[config.mk]
export PLATFORM = sky130hd
export DESIGN_NAME = mapManager
export DESIGN_NICKNAME = d
export VERILOG_FILES = /design/src/hdl/mapManPkg.sv /design/src/hdl/mapManIfs.sv /design/src/hdl/handshakeFsm.sv /design/src/hdl/spaceCounter.sv /design/src/hdl/mapTable.sv /design/src/hdl/mapManager.sv
export SDC_FILE = /design/constraint.sdc
export NUM_CORES = 1
export LEC_CHECK = 0
export BUFFER_PORTS_ARGS = -buffer_cell sky130_fd_sc_hd__buf_2
export CAP_MARGIN = 20
export CORE_ASPECT_RATIO = 1.75
export CORE_MARGIN = 5
export CORE_UTILIZATION = 40
export DETAILED_ROUTE_END_ITERATION = 8
export GPL_ROUTABILITY_DRIVEN = 0
export HOLD_SLACK_MARGIN = 0.02
export PLACE_DENSITY_LB_ADDON = 0.25
export SETUP_SLACK_MARGIN = 0.3
export SYNTH_ARGS = -nofsm -noshare
export SYNTH_HDL_FRONTEND = slang
export SYNTH_SLANG_ARGS = --single-unit
[constraint.sdc]
create_clock -name clock -period 6 [get_ports clock]
set_input_delay 0.6 -clock clock [delete_from_list [all_inputs] [get_ports clock]]
set_output_delay 0.6 -clock clock [all_outputs]
set_load 0.02 [all_outputs]
[src/hdl/mapManPkg.sv]
package mapManPkg;

	////////////////////
	// Sizes
	////////////////////

	parameter int tableDepth = 8;           // Default number of table entries
	parameter int idWidth = 4;
	parameter int addressWidth = 10;        // Address and length in program words
	parameter int memSize = 1000;           // Default program memory size in words

	////////////////////
	// Types
	////////////////////

	// One table entry, 25 bits
	typedef struct packed {
		logic valid;
		logic [idWidth-1:0] threadId;
		logic [addressWidth-1:0] address;
		logic [addressWidth-1:0] length;
	} mapEntry;

	// Four-phase port states
	// respond is the first ack cycle, waitDrop holds ack until req falls
	typedef enum logic [1:0] {
		idle,
		respond,
		waitDrop
	} fsmState;

endpackage

[src/hdl/mapManIfs.sv]
`timescale 1ns/1ps

// Table control and lookup results between the FSM and the entry table
interface tableBus import mapManPkg::*; ();
	logic write;                            // Store a new entry
	logic releaseEntry;                     // Invalidate the matched lookup entry
	logic [idWidth-1:0] writeId;
	logic [addressWidth-1:0] writeLength;
	logic [addressWidth-1:0] writeAddress;
	logic [idWidth-1:0] lookupId;
	logic freeFound;                        // At least one invalid entry
	logic idPresent;                        // writeId already live
	logic hit;
	logic [addressWidth-1:0] hitAddress;
	logic [addressWidth-1:0] hitLength;

	modport fsm (
		output write, releaseEntry, writeId, writeLength, writeAddress, lookupId,
		input freeFound, idPresent, hit, hitAddress, hitLength
	);

	modport tableSide (
		input write, releaseEntry, writeId, writeLength, writeAddress, lookupId,
		output freeFound, idPresent, hit, hitAddress, hitLength
	);
endinterface

// Allocation and free requests between the FSM and the space counters
interface spaceBus import mapManPkg::*; ();
	logic allocate;
	logic [addressWidth-1:0] allocLength;
	logic free;
	logic [addressWidth-1:0] freeLength;
	logic [addressWidth-1:0] nextAddress;   // Bump pointer
	logic empty;                            // No live programs

	modport fsm (output allocate, allocLength, free, freeLength, input nextAddress, empty);

	modport counter (input allocate, allocLength, free, freeLength, output nextAddress, empty);
endinterface

[src/hdl/handshakeFsm.sv]
`timescale 1ns/1ps

module handshakeFsm import mapManPkg::*; #(
	parameter int memSize = mapManPkg::memSize
) (
	input logic clock,
	input logic reset,
	input logic storeReq,
	input logic [addressWidth-1:0] storeLength,
	input logic [idWidth-1:0] storeId,
	output logic storeAck,
	output logic storeGrant,
	input logic lookupReq,
	input logic [idWidth-1:0] lookupId,
	output logic lookupAck,
	output logic lookupHit,
	output logic [addressWidth-1:0] lookupAddress,
	output logic [addressWidth-1:0] lookupLength,
	tableBus.fsm tb,
	spaceBus.fsm sb
);

	fsmState storeState;
	fsmState lookupState;
	logic storeStart;
	logic lookupStart;
	logic storeCommit;
	logic lookupCommit;
	logic [addressWidth-1:0] baseAddress;
	logic [addressWidth:0] storeEnd;        // One bit wider to catch the carry
	logic grantNow;

	// Same four-phase sequence for both ports
	function automatic fsmState nextState(input fsmState state, input logic req);
		case (state)
			idle: return req ? respond : idle;
			respond: return req ? waitDrop : idle;
			default: return req ? waitDrop : idle;
		endcase
	endfunction

	////////////////////
	// Decisions
	////////////////////

	assign storeStart = (storeState == idle) && storeReq;
	assign lookupStart = (lookupState == idle) && lookupReq;

	assign baseAddress = sb.empty ? '0 : sb.nextAddress;  // Empty map restarts at zero
	assign storeEnd = {1'b0, baseAddress} + {1'b0, storeLength};

	// Free slot, new ID and room left in program memory
	assign grantNow = tb.freeFound && !tb.idPresent && (int'(storeEnd) <= memSize);

	assign storeCommit = storeStart && grantNow;
	assign lookupCommit = lookupStart && tb.hit;

	assign tb.write = storeCommit;
	assign tb.writeId = storeId;
	assign tb.writeLength = storeLength;
	assign tb.writeAddress = baseAddress;
	assign tb.lookupId = lookupId;
	assign tb.releaseEntry = lookupCommit;

	assign sb.allocate = storeCommit;
	assign sb.allocLength = storeLength;
	assign sb.free = lookupCommit;
	assign sb.freeLength = tb.hitLength;

	////////////////////
	// Port state
	////////////////////

	always_ff @(posedge clock) begin
		if (reset) begin
			storeState <= idle;
			lookupState <= idle;
		end else begin
			storeState <= nextState(storeState, storeReq);
			lookupState <= nextState(lookupState, lookupReq);
		end
	end

	assign storeAck = (storeState != idle);
	assign lookupAck = (lookupState != idle);

	// Results hold until the next ack rises
	always_ff @(posedge clock) begin
		if (reset) begin
			storeGrant <= 1'b0;
			lookupHit <= 1'b0;
			lookupAddress <= '0;
			lookupLength <= '0;
		end else begin
			if (storeStart) begin
				storeGrant <= grantNow;
			end
			if (lookupStart) begin
				lookupHit <= tb.hit;
				lookupAddress <= tb.hitAddress;  // Zero on a miss
				lookupLength <= tb.hitLength;
			end
		end
	end

endmodule

[src/hdl/spaceCounter.sv]
`timescale 1ns/1ps

module spaceCounter import mapManPkg::*; #(
	parameter int memSize = mapManPkg::memSize
) (
	input logic clock,
	input logic reset,
	spaceBus.counter sb,
	output logic [addressWidth-1:0] usedSize,
	output logic full
);

	logic [addressWidth-1:0] nextAddress;
	logic [addressWidth-1:0] usedCount;
	logic [addressWidth-1:0] addAmount;
	logic [addressWidth-1:0] subAmount;
	logic [idWidth:0] liveCount;            // IDs are unique so this cannot overflow
	logic lastFreed;

	assign addAmount = sb.allocate ? sb.allocLength : '0;
	assign subAmount = sb.free ? sb.freeLength : '0;

	// Last program leaves and nothing new arrives
	assign lastFreed = sb.free && !sb.allocate && (liveCount == 1);

	////////////////////
	// Counters
	////////////////////

	always_ff @(posedge clock) begin
		if (reset) begin
			nextAddress <= '0;
			usedCount <= '0;
			liveCount <= '0;
		end else begin
			if (lastFreed) begin
				nextAddress <= '0;
			end else if (sb.allocate) begin
				nextAddress <= nextAddress + sb.allocLength;
			end

			usedCount <= usedCount + addAmount - subAmount;  // Store and free in one step

			case ({sb.allocate, sb.free})
				2'b10: liveCount <= liveCount + 1;
				2'b01: liveCount <= liveCount - 1;
				default: liveCount <= liveCount;
			endcase
		end
	end

	assign sb.nextAddress = nextAddress;
	assign sb.empty = (liveCount == 0);

	assign usedSize = usedCount;
	assign full = int'(usedCount) >= (memSize - 1);

endmodule

[src/hdl/mapTable.sv]
`timescale 1ns/1ps

module mapTable import mapManPkg::*; #(
	parameter int tableDepth = mapManPkg::tableDepth
) (
	input logic clock,
	input logic reset,
	tableBus.tableSide tb
);

	localparam int indexWidth = (tableDepth > 1) ? $clog2(tableDepth) : 1;

	mapEntry entries [tableDepth];
	logic [tableDepth-1:0] validBits;
	logic [tableDepth-1:0] lookupMatch;     // One-hot, IDs are unique
	logic [tableDepth-1:0] writeMatch;
	logic [indexWidth-1:0] freeIndex;
	logic [indexWidth-1:0] hitIndex;
	mapEntry newEntry;

	////////////////////
	// Match and search
	////////////////////

	always_comb begin
		for (int i = 0; i < tableDepth; i++) begin
			validBits[i] = entries[i].valid;
			lookupMatch[i] = entries[i].valid && (entries[i].threadId == tb.lookupId);
			writeMatch[i] = entries[i].valid && (entries[i].threadId == tb.writeId);
		end
	end

	// Lowest invalid entry wins, so scan downward
	always_comb begin
		freeIndex = '0;
		for (int i = tableDepth - 1; i >= 0; i--) begin
			if (!validBits[i]) begin
				freeIndex = indexWidth'(i);
			end
		end
	end

	// One-hot to binary
	always_comb begin
		hitIndex = '0;
		for (int i = 0; i < tableDepth; i++) begin
			if (lookupMatch[i]) begin
				hitIndex = hitIndex | indexWidth'(i);
			end
		end
	end

	assign tb.freeFound = ~&validBits;
	assign tb.idPresent = |writeMatch;
	assign tb.hit = |lookupMatch;

	// Miss reads back as zero
	assign tb.hitAddress = tb.hit ? entries[hitIndex].address : '0;
	assign tb.hitLength = tb.hit ? entries[hitIndex].length : '0;

	////////////////////
	// Storage
	////////////////////

	always_comb begin
		newEntry.valid = 1'b1;
		newEntry.threadId = tb.writeId;
		newEntry.address = tb.writeAddress;
		newEntry.length = tb.writeLength;
	end

	// Release hits a valid entry and write an invalid one, never the same slot
	always_ff @(posedge clock) begin
		if (reset) begin
			for (int i = 0; i < tableDepth; i++) begin
				entries[i] <= '0;
			end
		end else begin
			if (tb.releaseEntry) begin
				entries[hitIndex].valid <= 1'b0;
			end
			if (tb.write) begin
				entries[freeIndex] <= newEntry;
			end
		end
	end

endmodule

[src/hdl/mapManager.sv]
`timescale 1ns/1ps

module mapManager import mapManPkg::*; #(
	parameter int tableDepth = mapManPkg::tableDepth,
	parameter int memSize = mapManPkg::memSize
) (
	input logic clock,
	input logic reset,

	// Store port
	input logic storeReq,
	input logic [idWidth-1:0] storeId,
	input logic [addressWidth-1:0] storeLength,
	output logic storeAck,
	output logic storeGrant,

	// Lookup port
	input logic lookupReq,
	input logic [idWidth-1:0] lookupId,
	output logic lookupAck,
	output logic lookupHit,
	output logic [addressWidth-1:0] lookupAddress,
	output logic [addressWidth-1:0] lookupLength,

	// Occupancy
	output logic [addressWidth-1:0] usedSize,
	output logic full
);

	tableBus tableLink ();
	spaceBus spaceLink ();

	////////////////////
	// Port control
	////////////////////

	handshakeFsm #(
		.memSize(memSize)
	) portControl (
		.clock(clock),
		.reset(reset),
		.storeReq(storeReq),
		.storeLength(storeLength),
		.storeId(storeId),
		.storeAck(storeAck),
		.storeGrant(storeGrant),
		.lookupReq(lookupReq),
		.lookupId(lookupId),
		.lookupAck(lookupAck),
		.lookupHit(lookupHit),
		.lookupAddress(lookupAddress),
		.lookupLength(lookupLength),
		.tb(tableLink.fsm),
		.sb(spaceLink.fsm)
	);

	spaceCounter #(
		.memSize(memSize)
	) space (
		.clock(clock),
		.reset(reset),
		.sb(spaceLink.counter),
		.usedSize(usedSize),
		.full(full)
	);

	mapTable #(
		.tableDepth(tableDepth)
	) entryTable (
		.clock(clock),
		.reset(reset),
		.tb(tableLink.tableSide)
	);

endmodule

==> out/qor.yml <==
die_w_um: 145
crit_type: "reg2reg"
grt_pass1_wl_mm: 57.7
initial_core_util_pct: 40.4
yosys_most_used_dff: "edfxtp_1"
first_pass_iters: 5
finalCriticalPeriod_ps: 5360
numPortBuffers: 56
whs_ps: 335
seq_area_um2: 6950
fmax_mhz: 187
multi_input_area_um2: 5250
ys_types: 75
crit_path_end_kind: "register"
cts_buffer_depth: 3
drv_cap: 0
relSlewSlack_pct: 26.2
nNetsFinal: 1314
drv_slew: 0
hold_path.class: "in2reg"
cts.sinks: 251
required_ps: 6420
grt_antenna_before_repair: 0
core.rowCount: 86
cts_buffers: 23
clk-insertion-delay-late_ps: 540
dr_total_vias: 9427
cp_max_fo: 9
synth_warnings: 0
async_reset_ff_share_pct: 0
core_area_um2: 31400
status: "finished, final reports clean"
seq_power_share_pct: 44.0
startpoint_type: "register"
synth_area_per_cell_um2: 10.9
syn_inst: 1160
finalPower_mw: 4.69
grt_usage_pct: 21.7
grt.overflow.total: 0
insertedDiodeCount: 0
skew_ps: 18.9
crit_arrival_ps: 5780
root_buffer: "clkbuf_16"
setup_tns_ps: 0
setup_ws_ps: 641
combPwrFrac_pct: 21.1
drc_errors: 0
synth_edf_count: 192
max_slew.worst_pin.slew_ps: 1110
layout-drive-gt1-share_pct: 17.5
synth_seq_cells: 251
p_leak_nw: 5.94
power_density_nw_per_um2: 320
grt_max_degree: 61
clk_pin_slew_worst_paths_ps: 70
synth.cell_area_um2: 12700
grt_pass1_vias: 9699
cts_tree: "yes"
area_growth_pct: 15.5
ir_drop_uv: 178
hpwl_mm: 28.1
switching_share_pct: 28.9
final_hold_viol_count: 0
nFillCells: 2932
p_switching_mw: 1.35
rsz0062_at_grt: "no"
die_area_um2: 35500
finalCritPeriodShare_pct: 89.3
yosysSeqAreaShare_pct: 54.8
syn_nets: 1227
drt.antenna.violating_nets: 0
hold_buffers: 0
wl_per_cell_um: 23.3
boundaryPins: 57
h-tree-depth: 1
setup_viol: 0
die_y_um: 246
drt-total-wl_mm: 38.7
vias_per_cell: 5.68
clkPwrFrac_pct: 35.0
pre_cts_ws_ps: 272
dr.first_iter.drc_count: 621
p_int_mw: 3.34
## registers in the layout, summed over array words and instances, names as in the netlist
name,cells
entryTable.entries,200
portControl.lookupAddress,10
portControl.lookupHit,1
portControl.lookupLength,10
portControl.lookupState,2
portControl.storeGrant,1
portControl.storeState,2
space.liveCount,5
space.sb.nextAddress,10
space.usedSize,10
## metrics by stage
step	utilization, %	cell area, µm²	instances
6_report	46.6	14600	1660
5_1_grt	46.6	14600	1660
4_1_cts	46.4	14600	1659
3_5_place_dp	43.7	13700	1616
3_3_place_gp	43.7	13700	1616
2_1_floorplan	-	12700	1160
## critical path: stages, from the launching register on
cell and delay (ps):
dfxtp_2 350, inv_1 100, ha_1 150, nand2_1 60, buf_4 170, nand2_1 90, inv_1 80, fa_2 400
a211oi_4 240, o21ai_2 120, a21oi_2 180, mux2i_2 350, o31ai_4 140, nor3_4 290, nand2_1 120, fa_2 570
inv_1 50, ha_1 280, a21o_1 190, a21oi_2 160, o21ai_1 120, o41ai_2 310, o21ai_2 150, and2_2 190
nand4_1 80, o2111a_1 200, nand4b_1 110
## cell usage after synthesis (22+ instances only)
cell type | instances | share of area (%)
o22ai_1 | 41 | 2.0
inv_1 | 49 | 1.5
ha_1 | 34 | 3.4
dfxtp_1 | 59 | 9.3
o21ai_0 | 22 | 0.87
nor2_1 | 161 | 4.8
a21oi_1 | 43 | 1.7
clkbuf_1 | 36 | 1.1
xnor2_1 | 34 | 2.3
edfxtp_1 | 192 | 45
nand2_1 | 64 | 1.9
nor3_1 | 30 | 1.2
xor2_1 | 49 | 3.4
o221ai_1 | 28 | 1.9
and3_1 | 101 | 5.0
## final timing paths
| kind | to | from | slack, ps | depth (start not counted) |
|---|---|---|---|---|
| setup / recovery | space.usedSize[9] | space.liveCount[0] | 640 | 26 |
| hold / removal | portControl.storeState[1] | storeReq | 340 | 2 |
| setup reg to reg | space.usedSize[9] | space.liveCount[0] | 640 | 26 |
| hold reg to reg | portControl.lookupAddress[9] | portControl.lookupAddress[9] | 450 | 2 |
## repair_timing
item / in CTS / in global routing
gates resized for setup: 2 / 18
pin swaps: 3 / 7
buffers inserted: 1 / 1
endpoints found under the setup margin: 1 / 2
## placed cells by master (no fill, tap or decap), types with 5 or more instances in the layout
cell type and n:
clkbuf_16 23, ha_1 34, buf_12 5, buf_2 56, and3_1 101, dfxtp_1 57, nand2_1 64, a21o_1 8
xor2_1 49, and2_1 6, nand2b_1 17, fa_1 9, or3_1 9, xnor2_1 34, buf_4 71, nand3_1 14
nor3_1 27, nor4_1 9, mux2i_1 19, a211oi_1 5, nor2_1 161, a21oi_1 41, nand4_1 9, bufinv_16 5
o21ai_0 18, o22ai_1 41, inv_1 48, nor2b_1 7, o221ai_1 28, edfxtp_1 192
## area by class of cell
class	count	area share, %
Multi-Input combinational cell	787	35.8
Sequential cell	251	47.4
Clock inverter	16	1.54
Inverter	51	1.31
Clock buffer	26	4.21
Timing Repair Buffer	133	6.31
Tap cell	396	3.38
## layer usage
layer	global-route usage (%)	part of all wire (%)
met1	21.5	32
met2	41.8	56
met3	1.79	3.7
met4	14.3	7.8
met5	0	0
## power by group through the flow
stage | Clock [mW] | Sequential [mW] | Combinational, mW
floorplan | 0 | 2.11 | 0.639
global placement | 0 | 2.10 | 0.933
detailed placement | 0 | 2.10 | 0.943
CTS | 1.66 | 2.06 | 0.960
global route | 1.72 | 2.07 | 1.09
finish | 1.64 | 2.06 | 0.988
## kinds of logic (layout without fill, tap and decap cells)
kind of cell / Yosys count / count (layout) / share of synthesized area (%)
muxes: 20 / 20 / 1.58
and+or+nand+nor: 457 / 457 / 18.2
AOI/OAI and AO/OA: 182 / 182 / 10.1
DFF: 251 / 251 / 54.8
buffers and inverters: 122 / 226 / 4.56
xor gates and xnor gates: 83 / 83 / 5.73
adders and majority gates: 45 / 45 / 5.09
No activity file was read; power rests on OpenSTA's default activity.
